--- src/rename_defines.svh ---
`ifndef RENAME_DEFINES_SVH
`define RENAME_DEFINES_SVH

// ========================================
// Rename map sizes
// ========================================

// Architectural registers named by the instruction set
`define NUM_AREGS 16
// Physical registers behind the rename map
`define NUM_PREGS 64
`define NUM_CHECK 16  // Branch checkpoint slots in the ring

`endif

--- src/rename_pkg.sv ---
`include "rename_defines.svh"

package rename_pkg;

   // ========================================
   // Field widths derived from the sizes
   // ========================================
   localparam int AREG_W = $clog2(`NUM_AREGS);       // 4 bits for 16 registers
   localparam int PREG_W = $clog2(`NUM_PREGS);       // 6 bits for 64 registers
   localparam int CHK_W  = $clog2(`NUM_CHECK);       // Slot index width
   localparam int CNT_W  = $clog2(`NUM_CHECK + 1);   // Count must reach NUM_CHECK itself

   typedef logic [AREG_W-1:0] areg_t;     // Architectural register number
   typedef logic [PREG_W-1:0] preg_t;     // Physical register number
   typedef logic [CHK_W-1:0]  chk_id_t;   // Checkpoint slot index
   typedef logic [CNT_W-1:0]  chk_cnt_t;  // Number of live checkpoints

   // Whole map as one packed vector
   // Field i holds the physical register of architectural register i
   typedef logic [`NUM_AREGS-1:0][PREG_W-1:0] map_vec_t;

endpackage

--- src/rename_op_pkg.sv ---
package rename_op_pkg;

   // ========================================
   // Rename command opcodes
   // ========================================
   typedef enum logic [2:0] {
      RN_NOP     = 3'd0,  // Idle cycle
      RN_MAP     = 3'd1,  // Point arch_reg at new_preg
      RN_SAVE    = 3'd2,  // Snapshot the live map into the next checkpoint
      RN_RESTORE = 3'd3,  // Reload the map from restore_id and drop younger slots
      RN_FREE    = 3'd4   // Retire the oldest checkpoint
   } rn_op_e;

   // Encodings 5 to 7 are unused and decode as a no-op

endpackage

--- src/checkpoint_ram.sv ---
`include "rename_defines.svh"

module checkpoint_ram
   import rename_pkg::*;
(
   input  logic     clka,       // Single clock for the write port
   input  logic     ram_we,     // Write strobe for a checkpoint save
   input  chk_id_t  ram_waddr,  // Slot being written
   input  map_vec_t ram_wdata,  // Full map to store
   input  chk_id_t  ram_raddr,  // Slot being read for a restore
   output map_vec_t ram_rdata   // Stored map of the read slot
);

   // ========================================
   // Storage array
   // ========================================

   // One full map per checkpoint slot
   // Small and wide so it maps onto distributed LUT memory
   map_vec_t mem [0:`NUM_CHECK-1];

   // Clear the array at load time since LUT RAM has no reset
   initial begin
      for (int n = 0; n < `NUM_CHECK; n++) begin
         mem[n] = '0;
      end
   end

   // ========================================
   // Write port
   // ========================================

   // A save always writes every field of the map
   always_ff @(posedge clka) begin
      if (ram_we) begin
         mem[ram_waddr] <= ram_wdata;  // Lands at the edge that samples the save
      end
   end

   // ========================================
   // Read port
   // ========================================

   // Asynchronous read so a restore completes within the same cycle
   // A write to the same slot at this edge is not yet visible here
   assign ram_rdata = mem[ram_raddr];

endmodule

--- src/map_table.sv ---
`include "rename_defines.svh"

module map_table
   import rename_pkg::*;
(
   input  logic     clka,
   input  logic     arst_n,       // Asynchronous active low reset
   input  logic     map_we,       // Rename one register
   input  areg_t    arch_reg,     // Register being renamed
   input  preg_t    new_preg,     // Its new physical register
   input  logic     restore_en,   // Load the whole map from a checkpoint
   input  map_vec_t restore_map,  // Checkpoint contents to load
   input  areg_t    lookup_areg,  // Register to look up
   output preg_t    lookup_preg,  // Current mapping of lookup_areg
   output map_vec_t map_vec       // Whole live map for checkpoint saves
);

   // ========================================
   // Live map registers
   // ========================================

   map_vec_t map_q;  // Field i is the mapping of architectural register i

   always_ff @(posedge clka or negedge arst_n) begin
      if (!arst_n) begin
         // Identity map at reset
         for (int i = 0; i < `NUM_AREGS; i++) begin
            map_q[i] <= preg_t'(i);  // Register i starts in physical register i
         end
      end else if (restore_en) begin
         // Branch recovery replaces every field at once
         map_q <= restore_map;
      end else if (map_we) begin
         map_q[arch_reg] <= new_preg;  // Only the named field changes
      end
   end

   // Restore and rename are never raised together by the controller
   // so the priority above only matters for clarity

   // ========================================
   // Outputs
   // ========================================

   // Lookup mux reads the registered map directly
   assign lookup_preg = map_q[lookup_areg];

   // The map leaves as one vector to feed the checkpoint RAM
   assign map_vec = map_q;

endmodule

--- src/rename_ctrl.sv ---
`include "rename_defines.svh"

module rename_ctrl
   import rename_pkg::*;
   import rename_op_pkg::*;
(
   input  logic     clka,
   input  logic     arst_n,      // Asynchronous active low reset
   input  rn_op_e   op,          // Command for this cycle
   input  chk_id_t  restore_id,  // Slot to restore from
   output logic     map_we,      // Accepted rename
   output logic     restore_en,  // Accepted restore
   output logic     ram_we,      // Accepted save
   output chk_id_t  ram_waddr,   // Slot the save writes
   output chk_id_t  chk_id,      // Slot the next save will use
   output chk_cnt_t chk_count,   // Live checkpoints in the ring
   output logic     chk_full,    // No slot left for a save
   output logic     chk_empty    // Nothing to free
);

   // ========================================
   // Ring state
   // ========================================

   chk_id_t  head_q;   // Next slot to be written
   chk_id_t  tail_q;   // Oldest live slot
   chk_cnt_t count_q;  // Number of live slots between tail and head
   logic     full_q;   // Registered copy of count == NUM_CHECK
   logic     empty_q;  // Registered copy of count == 0

   chk_id_t  head_nxt;
   chk_id_t  tail_nxt;
   chk_cnt_t count_nxt;

   // Distance of the requested slot from the oldest one
   chk_id_t  restore_age;
   logic     restore_live;  // Requested slot holds a live checkpoint

   // Accepted command strobes
   logic     save_ok;
   logic     free_ok;
   logic     restore_ok;

   // ========================================
   // Acceptance
   // ========================================

   // Wraps modulo the ring size because chk_id_t is exactly the index width
   assign restore_age  = restore_id - tail_q;
   // Zero extended age compared against the count
   assign restore_live = chk_cnt_t'(restore_age) < count_q;

   assign save_ok    = (op == RN_SAVE) && !full_q;     // Back-pressure on a full ring
   assign free_ok    = (op == RN_FREE) && !empty_q;    // Nothing to retire when empty
   assign restore_ok = (op == RN_RESTORE) && restore_live;

   // ========================================
   // Next ring state
   // ========================================

   always_comb begin
      head_nxt  = head_q;
      tail_nxt  = tail_q;
      count_nxt = count_q;
      case (op)
         RN_SAVE: begin
            if (save_ok) begin
               head_nxt  = head_q + chk_id_t'(1);    // Advance past the slot written
               count_nxt = count_q + chk_cnt_t'(1);
            end
         end
         RN_RESTORE: begin
            if (restore_ok) begin
               // Restored slot becomes the youngest live one
               head_nxt  = restore_id + chk_id_t'(1);
               count_nxt = chk_cnt_t'(restore_age) + chk_cnt_t'(1);
            end
         end
         RN_FREE: begin
            if (free_ok) begin
               tail_nxt  = tail_q + chk_id_t'(1);    // Oldest branch has retired
               count_nxt = count_q - chk_cnt_t'(1);
            end
         end
         default: begin
            // Renames and idle cycles leave the ring alone
         end
      endcase
   end

   always_ff @(posedge clka or negedge arst_n) begin
      if (!arst_n) begin
         head_q  <= '0;
         tail_q  <= '0;
         count_q <= '0;
         full_q  <= 1'b0;
         empty_q <= 1'b1;  // Ring starts with no checkpoints
      end else begin
         head_q  <= head_nxt;
         tail_q  <= tail_nxt;
         count_q <= count_nxt;
         // Status flags follow the new count so they come from flops
         full_q  <= (count_nxt == chk_cnt_t'(`NUM_CHECK));
         empty_q <= (count_nxt == '0);
      end
   end

   // ========================================
   // Strobes and status
   // ========================================

   assign map_we     = (op == RN_MAP);  // Renames are always accepted
   assign restore_en = restore_ok;
   assign ram_we     = save_ok;
   assign ram_waddr  = head_q;          // Saves always fill the head slot

   assign chk_id    = head_q;
   assign chk_count = count_q;
   assign chk_full  = full_q;
   assign chk_empty = empty_q;

endmodule

--- src/rename_unit.sv ---
module rename_unit
   import rename_pkg::*;
   import rename_op_pkg::*;
(
   input  logic     clka,
   input  logic     arst_n,       // Asynchronous active low reset
   input  rn_op_e   op,           // Command sampled at the rising edge
   input  areg_t    arch_reg,     // Register renamed by RN_MAP
   input  preg_t    new_preg,     // New physical register for RN_MAP
   input  chk_id_t  restore_id,   // Slot used by RN_RESTORE
   input  areg_t    lookup_areg,  // Register to look up
   output preg_t    lookup_preg,  // Live mapping of lookup_areg
   output chk_id_t  chk_id,       // Slot the next save will use
   output chk_cnt_t chk_count,    // Live checkpoints
   output logic     chk_full,     // Saves are refused while set
   output logic     chk_empty     // Frees are refused while set
);

   // ========================================
   // Internal connections
   // ========================================

   logic     map_we;      // Controller to map table
   logic     restore_en;  // Controller to map table
   logic     ram_we;      // Controller to checkpoint RAM
   chk_id_t  ram_waddr;   // Controller to checkpoint RAM
   map_vec_t map_vec;     // Live map into the RAM write port
   map_vec_t ram_rdata;   // Stored map back into the map table

   // ========================================
   // Command decode and checkpoint ring
   // ========================================

   rename_ctrl rename_ctrl_inst (
      .clka       (clka),
      .arst_n     (arst_n),
      .op         (op),
      .restore_id (restore_id),
      .map_we     (map_we),
      .restore_en (restore_en),
      .ram_we     (ram_we),
      .ram_waddr  (ram_waddr),
      .chk_id     (chk_id),
      .chk_count  (chk_count),
      .chk_full   (chk_full),
      .chk_empty  (chk_empty)
   );

   // ========================================
   // Live map
   // ========================================

   map_table map_table_inst (
      .clka        (clka),
      .arst_n      (arst_n),
      .map_we      (map_we),
      .arch_reg    (arch_reg),
      .new_preg    (new_preg),
      .restore_en  (restore_en),
      .restore_map (ram_rdata),    // Restore data comes straight from the RAM read
      .lookup_areg (lookup_areg),
      .lookup_preg (lookup_preg),
      .map_vec     (map_vec)
   );

   // ========================================
   // Checkpoint storage
   // ========================================

   checkpoint_ram checkpoint_ram_inst (
      .clka      (clka),
      .ram_we    (ram_we),
      .ram_waddr (ram_waddr),
      .ram_wdata (map_vec),
      .ram_raddr (restore_id),  // Read address needs no decode
      .ram_rdata (ram_rdata)
   );

endmodule

--- config.mk ---
export PLATFORM = sky130hd
export DESIGN_NAME = rename_unit
export DESIGN_NICKNAME = d
export VERILOG_FILES = /design/src/rename_pkg.sv /design/src/rename_op_pkg.sv /design/src/checkpoint_ram.sv /design/src/map_table.sv /design/src/rename_ctrl.sv /design/src/rename_unit.sv
export VERILOG_INCLUDE_DIRS = /design/src /design/src/src
export SDC_FILE = /design/constraint.sdc
export NUM_CORES = 2
export LEC_CHECK = 0
export ABC_AREA = 1
export BUFFER_PORTS_ARGS = -buffer_cell sky130_fd_sc_hd__buf_2
export CORE_UTILIZATION = 45
export CTS_CLUSTER_SIZE = 10
export DETAILED_ROUTE_END_ITERATION = 6
export REMOVE_ABC_BUFFERS = 1
export SYNTH_ARGS = -nofsm -noshare
export SYNTH_HDL_FRONTEND = slang
export SYNTH_SLANG_ARGS = --single-unit
--- constraint.sdc ---
create_clock -name clka -period 6.9 [get_ports clka]
set_input_delay 1.38 -clock clka [delete_from_list [all_inputs] [get_ports clka]]
set_output_delay 1.38 -clock clka [all_outputs]
set_load 0.005 [all_outputs]
==> results_dict.tcl <==
set metrics [dict create \
    status "completed" \
    power.density_nw_per_um2 348 \
    cp-end-kind "output port" \
    detail_route.wl_per_cell_um 26.6 \
    whs_path_depth 1 \
    multiInputGateArea_um2 15100 \
    grt_use_met1_pct 35.9 \
    r2r_end "map_table_inst.map_vec[72]$_DFFE_PN0P_" \
    max-vdd-ir-drop_uv 211 \
    p_leak_nw 23.9 \
    criticalPathCategory "input pin to output port" \
    io_pins 40 \
    drv_slew 0 \
    num_vias 43700 \
    met2_usage_pct 40.8 \
    initial_core_util_pct 45.4 \
    slew_headroom_pct 12.7 \
    drtAntennaViolNets 0 \
    drc 0 \
    postCtsResizedCells 0 \
    overflow 0 \
    cts_tree "done" \
    setup_viol 0 \
    cts_sinks 1647 \
    core-area_um2 146000 \
    die_area_um2 149000 \
    path_clk_slew_ps 60 \
    worstPathMaxFanout 26 \
    cts_hold_buffers 0 \
    clk-insertion-delay-late_ps 810 \
    hp-start "rename_ctrl_inst.tail_q[3]$_DFFE_PN0P_" \
    grt_pass1_vias 42400 \
    min_path_type "flop to flop" \
    reg2reg_depth 17 \
    root_buffer "clkbuf_16" \
    r2r_slack_ps 3320 \
    numCtsBuffers 184 \
    finalPower_mw 25.6 \
    syn_inst 5163 \
    hold_path_end "rename_ctrl_inst.tail_q[3]$_DFFE_PN0P_" \
    clock_path_buffers 3 \
    firstDrtPassIters 5 \
    synth-seq-cells 1647 \
    syn_area_per_cell_um2 12.8 \
    antenna_found_initial 9 \
    grt_max_degree 205 \
    final_cell_count_no_fill 7148 \
    async_flop_share_pct 6.74 \
    worst-slew-pin-transition_ps 1310 \
    post-route-cell-area_um2 73600 \
    place_inst 6807 \
    finalHoldViolations 0 \
    required_ps 5520 \
    finalCritPeriodShare_pct 75.0 \
    nets 5111 \
    fp-row-count 140 \
    die-width_um 386 \
    regToRegStartpoint "rename_ctrl_inst.tail_q[0]$_DFFE_PN0P_" \
    routed_wl_mm 190 \
    rsz0062_at_grt "no" \
    synth_ff_type "edfxtp_1" \
    post_cts_buffers 0 \
    ys_warn_count 0 \
    die_h_um 386 \
    worstPathArrival_ps 3800 \
    layout-drive-gt1-share_pct 7.00 \
    max_freq_mhz 193 \
    register_area_um2 48900 \
    area_growth_pct 11.1 \
    grt_pass1_wl_mm 280 \
    final.setup.worst_slack_ps 1720 \
    maxCapViolCount 0 \
    drt-initial-drc-count 5046 \
    synth_seq_area_share_pct 73.9 \
    cts_max_level 4 \
    track_usage_pct 25.6 \
    viasPerCell 6.12 \
    gp_congestion 0.816 \
    synth_area_um2 66300 \
    period_needed_ps 5180 \
    clock_skew_ps 29.0 \
    num-fill-cells 12400 \
    placed_cell_area_um2 68200 \
    synth_edf_count 1536 \
    grt-busiest-layer "met2" \
    hpwl_mm 88.1 \
    use_met3_pct 4.54 \
    synthDistinctLibCells 34 \
    dp_slack_ps 1470 \
    worstSetupStartpointType "input pin" \
    port-buffer-count 39 \
]
## worst max path at each step
stage | depth (start not counted) | from | slack [ps] | endpoint
after floorplan | 20 | restore_id[0] | -2740 | rename_ctrl_inst.chk_empty$_DFF_PN1_
after CTS | 8 | lookup_areg[1] | 1850 | lookup_preg[3]
final | 8 | lookup_areg[1] | 1720 | lookup_preg[3]
after detailed placement | 19 | restore_id[0] | 1470 | map_table_inst.map_vec[77]$_DFFE_PN0P_
after global placement | 19 | restore_id[0] | 1510 | map_table_inst.map_vec[72]$_DFFE_PN0P_
after global routing | 8 | lookup_areg[1] | 1700 | lookup_preg[3]
## layout make-up
cell class	instances	share of cell area [%]
well taps	1917	3.26
diodes	1	0.00340
repair buffers	103	1.47
inverters	178	0.964
clock inverters	11	0.182
multi-input cells	2962	20.5
clock buffers	329	7.18
flip-flops and latches	1647	66.5
## per-layer routing
layer / up-vias / wire length [um] / part of all wire, %
met5: - / 98 / 0.051
met4: 14 / 5160 / 2.7
met3: 359 / 16100 / 8.4
met2: 1906 / 88500 / 46
met1: 22400 / 80700 / 42
li1: 19100 / - / -
## flip-flops by register name, indices dropped and copies added, names as in the netlist
signal and cells:
checkpoint_ram_inst.mem 1536, map_table_inst.map_vec 96, rename_ctrl_inst.chk_count 5, rename_ctrl_inst.chk_empty 1, rename_ctrl_inst.chk_full 1, rename_ctrl_inst.chk_id 4
rename_ctrl_inst.tail_q 4
## cells by family (layout without fill, tap and decap cells)
| kind of cell | Yosys count | count (layout) | share of synthesized area [%] |
|---|---|---|---|
| AOI/OAI and AO/OA | 1415 | 1415 | 12.8 |
| xor gates and xnor gates | 8 | 8 | 0.106 |
| adders and majority gates | 12 | 12 | 0.238 |
| buffers and inverters | 554 | 621 | 3.59 |
| DFF | 1647 | 1647 | 73.9 |
| muxes | 7 | 7 | 0.108 |
| other | 0 | 1 | 0 |
| and+or+nand+nor | 1520 | 1520 | 9.32 |
## cell usage after synthesis, types with 2 or more instances
cell / count / share of area [%]
o22ai_1: 12 / 0.11
dfstp_2: 33 / 1.3
buf_4: 28 / 0.32
buf_6: 8 / 0.14
buf_2: 105 / 0.79
dfrtp_1: 78 / 2.9
inv_1: 171 / 0.97
o211ai_1: 94 / 1.1
clkbuf_1: 219 / 1.2
edfxtp_1: 1536 / 70
nand4_1: 9 / 0.085
a21oi_1: 45 / 0.34
nand4_2: 2 / 0.038
o21ai_1: 82 / 0.62
nor3_1: 3 / 0.023
xor2_1: 7 / 0.093
inv_2: 5 / 0.028
ha_1: 11 / 0.21
nor2_1: 915 / 5.2
nand3_1: 321 / 2.4
buf_1: 16 / 0.091
o21ai_0: 878 / 6.6
nand2_1: 265 / 1.5
mux2i_1: 6 / 0.091
o221ai_1: 304 / 4.0
nor2_2: 2 / 0.019
## critical path, cell delays in order
cell,delay (ps)
buf_2,100
buf_4,250
inv_1,800
o21ai_0,400
o221ai_1,410
nand3_1,120
nand2_1,120
buf_2,180
## through the flow
step           setup TNS, ps  hold WS [ps]  utilization [%]
2_1_floorplan        -266170           483                -
6_report                   0           534             50.5
5_1_grt                    0           545             50.5
3_5_place_dp               0           515             46.7
3_3_place_gp               0           499             46.7
4_1_cts                    0           521             50.5
## cells in the final DEF (no fill, tap or decap), types with 82 or more instances in the layout
master,count
edfxtp_1,1536
nor2_1,899
o21ai_0,878
nand3_1,321
o221ai_1,304
nand2_1,265
clkbuf_16,189
inv_1,170
clkbuf_1,137
o211ai_1,94
o21ai_1,82
## power breakdown
group	switching, mW	internal [mW]
Clock	3.82	5.17
Combinational	1.66	0.693
Sequential	1.45	12.8
Total	6.93	18.7
Power figures use the tool's default switching activity.
